**src/board_io_cfg.svh**
```systemverilog
`ifndef BOARD_IO_CFG_SVH
`define BOARD_IO_CFG_SVH

// stable cycles before a synchronized input is accepted.
`define BOARD_IO_DEBOUNCE_CYCLES 8

// memory-mapped word addresses of the board registers.
`define BOARD_IO_ADDR_RED_LEDS   32'h1f80_0000
`define BOARD_IO_ADDR_GREEN_LEDS 32'h1f80_0004
`define BOARD_IO_ADDR_SWITCHES   32'h1f80_0008
`define BOARD_IO_ADDR_BUTTONS    32'h1f80_000c

// led register widths.
`define BOARD_IO_RED_WIDTH   18
`define BOARD_IO_GREEN_WIDTH 9

`endif

```
**src/board_io_pkg.sv**
```systemverilog
package board_io_pkg;

    // slide switches, 1 means up.
    typedef logic [9:0] sw_t;

    // push keys, active low at the pins.
    typedef logic [3:0] key_t;

    // one digit, segments g down to a, active low.
    typedef logic [6:0] seg_t;

    // the six digits of the display, leftmost first.
    typedef struct packed {
        seg_t digit5;
        seg_t digit4;
        seg_t digit3;
        seg_t digit2;
        seg_t digit1;
        seg_t digit0;
    } hex_t;

endpackage

```
**src/io_bus_pkg.sv**
```systemverilog
package io_bus_pkg;

    // one processor request, taken whenever valid is high.
    typedef struct packed {
        logic        valid;
        logic        write;
        logic [31:0] addr;
        logic [31:0] wdata;
    } bus_req_t;

    // debounced inputs as seen by the register stage.
    typedef struct packed {
        board_io_pkg::sw_t  sw;
        board_io_pkg::key_t key;
    } input_sample_t;

endpackage

```
**src/input_debouncer.sv**
```systemverilog
`timescale 1ns/1ps
`include "board_io_cfg.svh"

module input_debouncer #(
    parameter type payload_t = board_io_pkg::sw_t
) (
    input  logic     clk,
    input  logic     rst,
    input  payload_t raw,
    output payload_t clean
);

    localparam int WIDTH  = $bits(payload_t);
    localparam int CYCLES = `BOARD_IO_DEBOUNCE_CYCLES;
    localparam int CNT_W  = $clog2(CYCLES + 1);

    logic [WIDTH-1:0]            sync_meta;
    logic [WIDTH-1:0]            sync_stable;
    logic [WIDTH-1:0]            clean_bits;
    logic [WIDTH-1:0][CNT_W-1:0] stable_cnt;

    always_ff @(posedge clk) begin
        if (rst) begin
            sync_meta   <= '0;
            sync_stable <= '0;
            clean_bits  <= '0;
            stable_cnt  <= '0;
        end else begin
            sync_meta   <= raw;
            sync_stable <= sync_meta;
            // each bit counts its own run of cycles away from clean.
            for (int i = 0; i < WIDTH; i++) begin
                if (sync_stable[i] == clean_bits[i]) begin
                    stable_cnt[i] <= '0;
                end else if (stable_cnt[i] == CNT_W'(CYCLES - 1)) begin
                    stable_cnt[i] <= '0;
                    clean_bits[i] <= sync_stable[i];
                end else begin
                    stable_cnt[i] <= stable_cnt[i] + 1'b1;
                end
            end
        end
    end

    assign clean = payload_t'(clean_bits);

endmodule

```
**src/io_register_file.sv**
```systemverilog
`timescale 1ns/1ps
`include "board_io_cfg.svh"

module io_register_file (
    input  logic                             clk,
    input  logic                             rst,
    input  io_bus_pkg::bus_req_t             bus_req,
    input  io_bus_pkg::input_sample_t        sample,
    output logic [31:0]                      rd_data,
    output logic                             rd_valid,
    output logic [`BOARD_IO_RED_WIDTH-1:0]   red_leds,
    output logic [`BOARD_IO_GREEN_WIDTH-1:0] green_leds,
    output logic [3:0]                       addr_nibble
);

    localparam int SW_W  = $bits(board_io_pkg::sw_t);
    localparam int KEY_W = $bits(board_io_pkg::key_t);

    logic             hit_red;
    logic             hit_green;
    logic             hit_switches;
    logic             hit_buttons;
    logic [KEY_W-1:0] buttons;
    logic [31:0]      read_word;

    assign hit_red      = bus_req.addr == `BOARD_IO_ADDR_RED_LEDS;
    assign hit_green    = bus_req.addr == `BOARD_IO_ADDR_GREEN_LEDS;
    assign hit_switches = bus_req.addr == `BOARD_IO_ADDR_SWITCHES;
    assign hit_buttons  = bus_req.addr == `BOARD_IO_ADDR_BUTTONS;

    // pressed reads as 1 on the bus.
    assign buttons = ~sample.key;

    always_comb begin
        if (hit_red) begin
            read_word = {{(32 - `BOARD_IO_RED_WIDTH){1'b0}}, red_leds};
        end else if (hit_green) begin
            read_word = {{(32 - `BOARD_IO_GREEN_WIDTH){1'b0}}, green_leds};
        end else if (hit_switches) begin
            read_word = {{(32 - SW_W){1'b0}}, sample.sw};
        end else if (hit_buttons) begin
            read_word = {{(32 - KEY_W){1'b0}}, buttons};
        end else begin
            read_word = '0;
        end
    end

    always_ff @(posedge clk) begin
        if (rst) begin
            red_leds    <= '0;
            green_leds  <= '0;
            addr_nibble <= '0;
            rd_valid    <= 1'b0;
            rd_data     <= '0;
        end else begin
            rd_valid <= bus_req.valid && !bus_req.write;
            if (bus_req.valid) begin
                // any accepted request moves the digit5 nibble.
                addr_nibble <= bus_req.addr[31:28];
                if (bus_req.write) begin
                    if (hit_red) begin
                        red_leds <= bus_req.wdata[`BOARD_IO_RED_WIDTH-1:0];
                    end
                    if (hit_green) begin
                        green_leds <= bus_req.wdata[`BOARD_IO_GREEN_WIDTH-1:0];
                    end
                end else begin
                    rd_data <= read_word;
                end
            end
        end
    end

endmodule

```
**src/seven_segment_bank.sv**
```systemverilog
`timescale 1ns/1ps
`include "board_io_cfg.svh"

module seven_segment_bank (
    input  logic                           clk,
    input  logic                           rst,
    input  logic [`BOARD_IO_RED_WIDTH-1:0] red_leds,
    input  logic [3:0]                     addr_nibble,
    output board_io_pkg::hex_t             hex
);

    localparam board_io_pkg::seg_t GLYPH_ZERO = 7'b100_0000;

    board_io_pkg::hex_t hex_next;

    // hex digit to active-low segments, gfedcba.
    function automatic board_io_pkg::seg_t glyph(input logic [3:0] nib);
        case (nib)
            4'h0: return 7'b100_0000;
            4'h1: return 7'b111_1001;
            4'h2: return 7'b010_0100;
            4'h3: return 7'b011_0000;
            4'h4: return 7'b001_1001;
            4'h5: return 7'b001_0010;
            4'h6: return 7'b000_0010;
            4'h7: return 7'b111_1000;
            4'h8: return 7'b000_0000;
            4'h9: return 7'b001_0000;
            4'ha: return 7'b000_1000;
            4'hb: return 7'b000_0011;
            4'hc: return 7'b100_0110;
            4'hd: return 7'b010_0001;
            4'he: return 7'b000_0110;
            default: return 7'b000_1110;
        endcase
    endfunction

    // board layout, address nibble on the left.
    always_comb begin
        hex_next.digit5 = glyph(addr_nibble);
        hex_next.digit4 = glyph({2'b00, red_leds[17:16]});
        hex_next.digit3 = glyph(red_leds[15:12]);
        hex_next.digit2 = glyph(red_leds[11:8]);
        hex_next.digit1 = glyph(red_leds[7:4]);
        hex_next.digit0 = glyph(red_leds[3:0]);
    end

    always_ff @(posedge clk) begin
        if (rst) begin
            hex <= '{default: GLYPH_ZERO};
        end else begin
            hex <= hex_next;
        end
    end

endmodule

```
**src/de0_cv_io.sv**
```systemverilog
`timescale 1ns/1ps
`include "board_io_cfg.svh"

module de0_cv_io (
    input  logic                 clk,
    input  logic                 rst,
    input  board_io_pkg::sw_t    sw,
    input  board_io_pkg::key_t   key,
    input  io_bus_pkg::bus_req_t bus_req,
    output logic [31:0]          rd_data,
    output logic                 rd_valid,
    output logic [9:0]           ledr,
    output board_io_pkg::hex_t   hex
);

    board_io_pkg::sw_t                sw_db;
    board_io_pkg::key_t               key_pressed;
    board_io_pkg::key_t               key_db;
    io_bus_pkg::input_sample_t        sample;
    logic [`BOARD_IO_RED_WIDTH-1:0]   red_leds;
    logic [`BOARD_IO_GREEN_WIDTH-1:0] green_leds;
    logic [3:0]                       addr_nibble;

    input_debouncer #(
        .payload_t (board_io_pkg::sw_t)
    ) u_sw_debounce (
        .clk   (clk),
        .rst   (rst),
        .raw   (sw),
        .clean (sw_db)
    );

    // debounced active high, so released keys come out of reset as zero.
    input_debouncer #(
        .payload_t (board_io_pkg::key_t)
    ) u_key_debounce (
        .clk   (clk),
        .rst   (rst),
        .raw   (~key),
        .clean (key_pressed)
    );

    // back to pin polarity for the sample.
    assign key_db = ~key_pressed;
    assign sample = '{sw: sw_db, key: key_db};

    io_register_file u_io_registers (
        .clk         (clk),
        .rst         (rst),
        .bus_req     (bus_req),
        .sample      (sample),
        .rd_data     (rd_data),
        .rd_valid    (rd_valid),
        .red_leds    (red_leds),
        .green_leds  (green_leds),
        .addr_nibble (addr_nibble)
    );

    // the board has ten leds, the top one unused.
    assign ledr = {1'b0, green_leds};

    seven_segment_bank u_display (
        .clk         (clk),
        .rst         (rst),
        .red_leds    (red_leds),
        .addr_nibble (addr_nibble),
        .hex         (hex)
    );

endmodule

```
**config.mk**
```make
export PLATFORM = sky130hd
export DESIGN_NAME = de0_cv_io
export DESIGN_NICKNAME = d
export VERILOG_FILES = /design/src/board_io_pkg.sv /design/src/io_bus_pkg.sv /design/src/input_debouncer.sv /design/src/io_register_file.sv /design/src/seven_segment_bank.sv /design/src/de0_cv_io.sv
export VERILOG_INCLUDE_DIRS = /design/src /design/src/src
export SDC_FILE = /design/constraint.sdc
export NUM_CORES = 1
export LEC_CHECK = 0
export BUFFER_PORTS_ARGS = -buffer_cell sky130_fd_sc_hd__clkbuf_2
export CAP_MARGIN = 30
export CORE_AREA = 2 2 113 142
export DETAILED_ROUTE_END_ITERATION = 16
export DIE_AREA = 0 0 115 144
export PLACE_DENSITY = 0.77
export SLEW_MARGIN = 20
export SYNTH_ARGS = -nofsm -noshare
export SYNTH_HDL_FRONTEND = slang
export SYNTH_SLANG_ARGS = --single-unit
export TNS_END_PERCENT = 10
```
**constraint.sdc**
```tcl
create_clock -name clk -period 2.3 [get_ports clk]
set_input_delay 0.23 -clock clk [delete_from_list [all_inputs] [get_ports clk]]
set_output_delay 0.23 -clock clk [all_outputs]
set_load 0.005 [all_outputs]
```
* Word level (Yosys, flattened, before mapping)
Memory sizes are Yosys's and may differ from the RTL's. A register that Yosys moved wholly into a read port is not among the register bits. Cells that the tools add are included.
Word-level totals: memories kept 5, logic and storage cells 149, bits of input ports 82, register bits 169, memory bits (read-only) 560, bits in latches 0, bits in writable memories 0, output and inout bits 85
Memory list:
- (no name shown) | depth 16, width 7, read ports 1, clocked after Yosys merged registers in 1, wr ports 0, line seven_segment_bank.sv:18 | case (nib)
- (no name shown) | depth 16, width 7, read ports 1, clocked after Yosys merged registers in 1, wr ports 0, line seven_segment_bank.sv:18
- (no name shown) | depth 16, width 7, read ports 1, clocked after Yosys merged registers in 1, wr ports 0, line seven_segment_bank.sv:18
- (no name shown) | depth 16, width 7, read ports 1, clocked after Yosys merged registers in 1, wr ports 0, line seven_segment_bank.sv:18
- (no name shown) | depth 16, width 7, read ports 1, clocked after Yosys merged registers in 1, wr ports 0, line seven_segment_bank.sv:18
Operators by class: shift operators 0, $add $sub $neg 14, bitwise gates (word level) 18, eq/ne operators 35, multiplexer cells 5, reductions and logical operators 34, div/mod/pow operators 0, $lt $le $gt $ge 0, $mul 0
Operator list (count):
- 32-bit by 29-bit == test with 1-bit output, second input constant | 4
- 32-bit two-way mux | 3
- 4-bit by 1-bit adder with 4-bit output, second input constant | 14
- 4-bit by 3-bit == test with 1-bit output, second input constant | 14
- 3-bit OR reduction | 14
- 2-bit AND reduction | 15
- 7-bit one-hot mux with 4 select lines | 1
- 1-bit inverter | 15
- 1-bit == test | 14
- 4-bit inverter | 3
- 3-bit AND reduction | 2
- 2-bit == test, second input constant | 2
- 4-bit two-way mux | 1
- 2-bit by 1-bit == test with 1-bit output, second input constant | 1
- 2-bit logical NOT | 1
- 1-bit logical AND | 1
- 1-bit logical NOT | 1

* Longest topological paths before layout
Gate-level depths: netlist of the first run.
depth after elaboration 6, gate-level depth with buffers 7, gate-level depth less buffers 6

* Cells and area by module
Synthesis of the first run repeated with hierarchy kept, for this count alone.
Second synthesis, totals: cell total of the unflattened synthesis 876, area, all modules 8560.7 µm²
By module, submodules not included:
- io_register_file | cells each 303, times used 1, seq. area each 1001.0 µm², area an instance 2702.6 µm²
- input_debouncer at u_sw_debounce | cells each 234, times used 1, seq. area each 1401.3 µm², area an instance 2506.2 µm²
- seven_segment_bank | cells each 236, times used 1, seq. area each 800.8 µm², area an instance 2311.0 µm²
- input_debouncer at u_key_debounce | cells each 93, times used 1, seq. area each 560.5 µm², area an instance 999.7 µm²
- de0_cv_io | cells each 10, times used 1, seq. area each 0.0 µm², area an instance 41.3 µm²

* Least setup slack after synthesis of the first run
OpenSTA, ideal clock, no wires.
kind input to register, start in bus_req[50] in the netlist's numbering, end reg u_io_registers.rd_data[15], arrival time 1.477 ns, data required time 2.183 ns, buffers on the path 3, path slack 0.706 ns, stages 7, library setup time 0.117 ns, cell sequence and4bb_2 > and4_1 > buf_4 > and3_1 > buf_4 > buf_6 > a32o_2
On the way: longest elaborated chain between the ends 3, elaborated cells between the ends (all ways) 4, those cells by class 2 x eq/ne; 2 x mux
RTL lines:
- start: declaration | line de0_cv_io.sv:9 | input io_bus_pkg::bus_req_t bus_req,
- 32-bit by 29-bit == test with 1-bit output (no source line)
- 32-bit two-way mux | line io_register_file.sv:37 | end else if (hit_green) begin
- 32-bit two-way mux (*) | line io_register_file.sv:35 | if (hit_red) begin
- end signal: assignment | line io_register_file.sv:68 | rd_data <= read_word;
- end: declaration | line io_register_file.sv:9 | output logic [31:0] rd_data,
Mark *: on every way between the ends. The rest lies on a longest branch, timed or not. A chain may end at the register's enable or synchronous reset.

==> results of run 1 <==
## final cells by class
type / count / area (µm²)
Multi-Input combinational cell: 572 / 3890
Inverter: 26 / 97.6
Tap cell: 185 / 231
Timing Repair Buffer: 157 / 871
Clock buffer: 19 / 443
Sequential cell: 188 / 3760
Clock inverter: 13 / 164
Fill cell: 1287 / 5860
## cell families (layout without fill, tap and decap cells)
group	Yosys count	after routing	synth area share (%)
AO/OA/AOI/OAI	141	141	11.9
multiplexers	30	30	4.41
buffers and inverters	91	215	5.42
AND/OR/NAND/NOR	299	299	19.9
other	1	16	0.0467
adder cells (fa/ha/maj)	44	44	6.86
XOR/XNOR	42	42	4.58
flip-flops	188	188	46.9
## final timing paths
path | slack [ps] | start | depth (start not counted) | to
setup / recovery | 650 | u_io_registers.red_leds[0]$_SDFFE_PP0P_ | 6 | u_display.hex[1]$_SDFF_PP0_
hold / removal | 20 | sw[7] | 2 | u_sw_debounce.sync_meta[7]$_SDFF_PP0_
setup reg to reg | 650 | u_io_registers.red_leds[0]$_SDFFE_PP0P_ | 6 | u_display.hex[1]$_SDFF_PP0_
hold reg to reg | 440 | u_key_debounce.sync_meta[1]$_SDFF_PP0_ | 1 | u_key_debounce.sync_stable[1]$_SDFF_PP0_
## stage by stage
stage          hold WS (ps)  total power [µW]
2_1_floorplan           297              3570
3_3_place_gp            391              3670
3_5_place_dp            389              3680
4_1_cts                6.47              6660
5_1_grt                32.4              6810
6_report               20.0              6590
## where the power goes
part / switching [µW] / internal, µW
logic: 158 / 126
clock network: 1230 / 1750
registers: 32.1 / 3300
total: 1420 / 5170
## cell usage in the layout (no fill, tap or decap), types with 18 or more instances in the layout
cell and n:
nand4_1 25, xnor2_1 28, mux2i_1 23, dfxtp_1 188, o31ai_1 25, nor2b_1 32, clkbuf_2 135, a21oi_1 53
ha_1 44, nand2_1 41, a211oi_1 18, inv_1 26, nor2_1 123
## flip-flops by register name, indices dropped and copies added, names as in the netlist, 4 cells and up
signal / count
u_display.hex: 40
u_sw_debounce.stable_cnt: 40
u_io_registers.rd_data: 18
u_io_registers.red_leds: 18
u_key_debounce.stable_cnt: 16
u_sw_debounce.clean: 10
u_sw_debounce.sync_meta: 10
u_sw_debounce.sync_stable: 10
u_io_registers.green_leds: 9
u_io_registers.addr_nibble: 4
u_key_debounce.clean: 4
u_key_debounce.sync_meta: 4
u_key_debounce.sync_stable: 4
## repair_timing
| item | in CTS | in global routing |
|---|---|---|
| gates resized for setup | 0 | 0 |
| buffers inserted | 0 | 0 |
| hold buffers | 7 | 0 |
| hold endpoints to repair | 7 | 0 |
## metal layers
| metal | track usage (%) | vias to the layer above | part of all wire, % |
|---|---|---|---|
| li1 | - | 3111 | - |
| met1 | 25.0 | 2883 | 41 |
| met2 | 37.2 | 180 | 50 |
| met3 | 5.32 | 39 | 6.2 |
| met4 | 10.5 | 0 | 3.2 |
| met5 | 0 | - | 0 |
==> reports/summary.txt, run 1 <==
Result of the run -> complete, no violations
Max cap viols -> 0
Clock sinks -> 188
Crit path arrival time -> 1970 ps
Fin. Hold Viols -> 0
Bufs and invs on worst path -> 1
Seq cells post-synth -> 188
Min Tclk post-route -> 1650 ps
Antenna-violating nets left -> 0
Pin count of the biggest net entering global routing -> 55
Via count -> 6213
TritonCTS clock tree -> done
GRT overflow -> 0
Design area -> 0.00946 mm²
Core Area -> 0.0153 mm²
Critical Path Start Type -> flop
Final setup violating endpoints -> 0
Gpl congestion -> 0.861
Post-synth top area cell -> dfxtp_1
Worst path top cell family by delay -> flip-flops
Crit share post-route -> 71.8%
Top post-synthesis cells by area -> dfxtp_1 (47%), ha_1 (6.9%), nor2_1 (5.8%)
Worst Hold Class -> input pin to flop
Total GRT Usage -> 21.6%
Layout cells sized above 1 -> 20.7%
Mean Syn Cell Area -> 9.60 µm²
CTS buffer count -> 17
Top post-synthesis cells by count -> dfxtp_1 (188), nor2_1 (123), a21oi_1 (53)
Critical path's slowest cell -> dfxtp_1
Die area -> 0.0166 mm²
Sequential-to-total area share from yosys stat -> 46.9%
Initial antenna violation count -> 0
Vias per cell -> 5.36
Crit path max fanout -> 8
Die width -> 115 µm
First-pass DRT Iterations -> 4
Mapped cell area -> 0.00803 mm²
Fin util -> 61.8%
Crit path kind -> flop to flop
Max-slew violation count -> 0
Count leader, synth -> dfxtp_1
NumNets Final -> 1088
Post-Place Cells -> 1121
DR iter-0 viols -> 362
Global-route wire length before repair -> 27900 µm
Synth warnings -> 0
Post-synth EDFFs -> 0
I/O Buffers -> 136
Clk slew on worst S/H paths -> 70 ps
Slew of the pin with the lowest slew margin -> 615 ps
Area Overhead vs Synth -> 17.8%
RSZ-0062 raised after global routing -> false
Residual DRC count -> 0
Worst-path cell chain -> inv_1 -> ha_1 -> nand2b_1 -> o21ai_0 -> a32oi_1 -> nor2_1
Placed wire-length estimate -> 12600 µm
Starting Density -> 52.4%
Clock Latency Late Sink -> 430 ps
Post-synthesis cell count -> 836
Place WS -> 434 ps
Max stage delay on crit path -> 510 ps
Setup TNS -> 0 ps
Non-filler instance count after layout -> 1160
Longest Clk Path Bufs -> 2
Leak Pwr -> 0.00387 µW
Placed cell areas -> 0.00878 mm²
Critical path capture point type -> flop
N_diodes -> 0
Fraction of registers with async set/reset -> 0%
Final WS setup -> 648 ps
Post-synth top flop -> dfxtp_1
Worst Skew -> 5.84 ps
Drt wl/cell -> 15.1 µm
Root buf cell -> clkbuf_16
Yosys top cell area share -> 46.9%
H-tree levels -> 4
WL final -> 17500 µm
Power Density -> 696 mW/mm²
Required @ worst endpoint -> 2610 ps
I/O pin count -> 167
Maximum VDD drop -> 451 µV
Yosys cell types -> 44
Die H -> 144 µm
Slew headroom -> 59.0%
Fmax -> 605 MHz
Number of global-route vias before repair -> 5933
Rows -> 51
(Power assumes the default switching activity.)
==> inputs of run 2 (changes only) <==
==> constraint.sdc (replaced) <==
create_clock -name clk -period 1.61 [get_ports clk]
set_input_delay 0.161 -clock clk [delete_from_list [all_inputs] [get_ports clk]]
set_output_delay 0.161 -clock clk [all_outputs]
set_load 0.005 [all_outputs]
==> run 2 against run 1 <==
  * Setup slack lost 440 ps
  * Worst hold slack lost 11 ps
  * Via count grew 4.7%
  * Combinational power grew 70%
  * Clock-buffer cell count shrank 2
  * Clock skew grew 6.3 ps
  * Sequential cell count is the same
  * Critical path depth is the same
  * Largest power group unchanged
==> reports/summary.txt, run 2 (synthesis results as in run 1) <==
Crit path kind -> input pin to flop (was flop to flop)
Worst-path cell chain -> dlygate4sd3_1 -> buf_4 -> buf_12 -> buf_4 -> nand2b_1 -> mux2i_1 (was inv_1 -> ha_1 -> nand2b_1 -> o21ai_0 -> a32oi_1 -> nor2_1)
Crit path max fanout -> 65 (was 8)
Longest Clk Path Bufs -> 2 (unchanged)
Worst Hold Class -> input pin to flop (unchanged)
Min Tclk post-route -> 1400 ps
Die width -> 115 µm (unchanged)
Slew headroom -> 60.8% (was 59.0%)
Fmax -> 715 MHz
Global-route wire length before repair -> 29700 µm (was 27900 µm)
RSZ-0062 raised after global routing -> false (unchanged)
WL final -> 18500 µm (was 17500 µm)
GRT overflow -> 0 (unchanged)
Max cap viols -> 0 (unchanged)
Required @ worst endpoint -> 1930 ps (was 2610 ps)
Antenna-violating nets left -> 0 (unchanged)
Gpl congestion -> 0.844 (was 0.861)
Die H -> 144 µm (unchanged)
Leak Pwr -> 0.00413 µW (was 0.00387 µW)
Initial antenna violation count -> 0 (unchanged)
Maximum VDD drop -> 652 µV (was 451 µV)
Worst path top cell family by delay -> buffers and inverters (was flip-flops)
Area Overhead vs Synth -> 24.0% (was 17.8%)
Final setup violating endpoints -> 0 (unchanged)
Critical path's slowest cell -> dlygate4sd3_1 (was dfxtp_1)
Result of the run -> complete, no violations (unchanged)
Final WS setup -> 212 ps (was 648 ps)
Via count -> 6507 (was 6213)
Commonest non-fill, non-tap cell in the layout -> dfxtp_1 (unchanged)
Critical path capture point type -> flop (unchanged)
Placed cell areas -> 0.00900 mm² (was 0.00878 mm²)
Crit path arrival time -> 1720 ps (was 1970 ps)
Root buf cell -> clkbuf_16 (unchanged)
Vias per cell -> 5.37 (was 5.36)
Internal -> 7460 µW (was 5170 µW)
Drt wl/cell -> 15.3 µm (was 15.1 µm)
TritonCTS clock tree -> done (unchanged)
CTS buffer count -> 17 (unchanged)
I/O pin count -> 167 (unchanged)
Design area -> 0.00995 mm² (was 0.00946 mm²)
Core Area -> 0.0153 mm² (unchanged)
Crit share post-route -> 86.8%
Max stage delay on crit path -> 570 ps (was 510 ps)
Residual DRC count -> 0 (unchanged)
Number of global-route vias before repair -> 6320 (was 5933)
Power Density -> 972 mW/mm² (was 696 mW/mm²)
Bufs and invs on worst path -> 4 (was 1)
I/O Buffers -> 136 (unchanged)
Fin util -> 65.0% (was 61.8%)
Layout cells sized above 1 -> 22.4% (was 20.7%)
Max-slew violation count -> 0 (unchanged)
Post-CTS Resized -> 0 (unchanged)
N_diodes -> 0 (unchanged)
Worst Skew -> 12.1 ps (was 5.84 ps)
Critical Path Start Type -> input pin (was flop)
Rows -> 51 (unchanged)
Clock sinks -> 188 (unchanged)
Starting Density -> 52.4% (unchanged)
Net Sw Power -> 2210 µW (was 1420 µW)
Clk slew on worst S/H paths -> 70 ps (about the same)
Sw Share -> 22.9% (was 21.5%)
Total GRT Usage -> 22.9% (was 21.6%)
Clock Latency Late Sink -> 440 ps (was 430 ps)
Top Registers -> u_display.hex x40, u_sw_debounce.stable_cnt x40 (unchanged)
Fin. Hold Viols -> 0 (unchanged)
DR iter-0 viols -> 442 (was 362)
First-pass DRT Iterations -> 5 (was 4)
Comb power frac -> 5.0% (was 4.3%)
Pin count of the biggest net entering global routing -> 66 (was 55)
Flop pwr share -> 49.1% (was 50.6%)
Most frequent cells in the layout -> dfxtp_1 (188), clkbuf_2 (135), nor2_1 (123), a21oi_1 (53), ha_1 (44) (unchanged)
Die area -> 0.0166 mm² (unchanged)
Clock power frac -> 45.9% (was 45.1%)
H-tree levels -> 4 (unchanged)
Slew of the pin with the lowest slew margin -> 587 ps (was 615 ps)
Place WS -> -17.3 ps (was 434 ps)
CP most frequent cell -> buf_4
Placed wire-length estimate -> 13000 µm (was 12600 µm)
NumNets Final -> 1140 (was 1088)
Overall power -> 9670 µW (was 6590 µW)
## run 2: cell count changes in the layout (fill, tap and decap cells not counted), sizes merged
cell,before,now
buf,15,42
clkbuf,154,152
inv,29,31
clkinv,5,6
dlygate4sd3,7,32
clkinvlp,2,1
## run 2: final cells by class
cell class / count / area (µm²)
inverter: 26 / 97.6
tap: 185 / 231
sequential: 188 / 3760
timing repair buffer: 209 / 1340
fill: 1274 / 5360
clock inverter: 15 / 209
multi-input combinational: 572 / 3890
clock buffer: 17 / 425
## run 2: final timing paths
| check | startpoint | end | slack, ps | cells after the start |
|---|---|---|---|---|
| setup / recovery | rst | u_io_registers.red_leds[17]$_SDFFE_PP0P_ | 210 | 6 |
| hold / removal | bus_req[63] | u_io_registers.addr_nibble[3]$_SDFFE_PP0P_ | 9 | 3 |
| setup reg to reg | u_io_registers.red_leds[4]$_SDFFE_PP0P_ | u_display.hex[8]$_SDFF_PP0_ | 230 | 5 |
| hold reg to reg | u_key_debounce.sync_meta[0]$_SDFF_PP0_ | u_key_debounce.sync_stable[0]$_SDFF_PP0_ | 440 | 1 |
## run 2: layer usage
layer  wire, µm  global-route usage [%]  share of wire, %
met1       7220                    26.4                39
met2       9280                    39.2                50
met3       1360                    6.29               7.4
met4        626                    10.8               3.4
met5          0                       0                 0
## run 2: worst min-delay path: stages
cell and delay, ps:
clkbuf_2 120, mux2i_1 70, nor2_1 70
## run 2: repair_timing
action	CTS	global route
setup buffers	0	0
endpoints found under the hold margin	37	0
hold buffers	32	0
## run 2: power groups by stage
stage	sequential, µW	clock (µW)	combinational (µW)
final	4750	4440	483
after global routing	4760	4700	530
after CTS	4750	4500	483
after detailed placement	4860	0	418
after global placement	4860	0	410
after floorplan	4840	0	251
## run 2: through the flow
stage	setup TNS (ps)	cells	hold WS, ps
detailed placement	-33.7	1148	320
CTS	0	1212	2.28
floorplan	0	851	228
global placement	0	1148	322
finish	0	1212	8.63
global route	0	1212	13.2
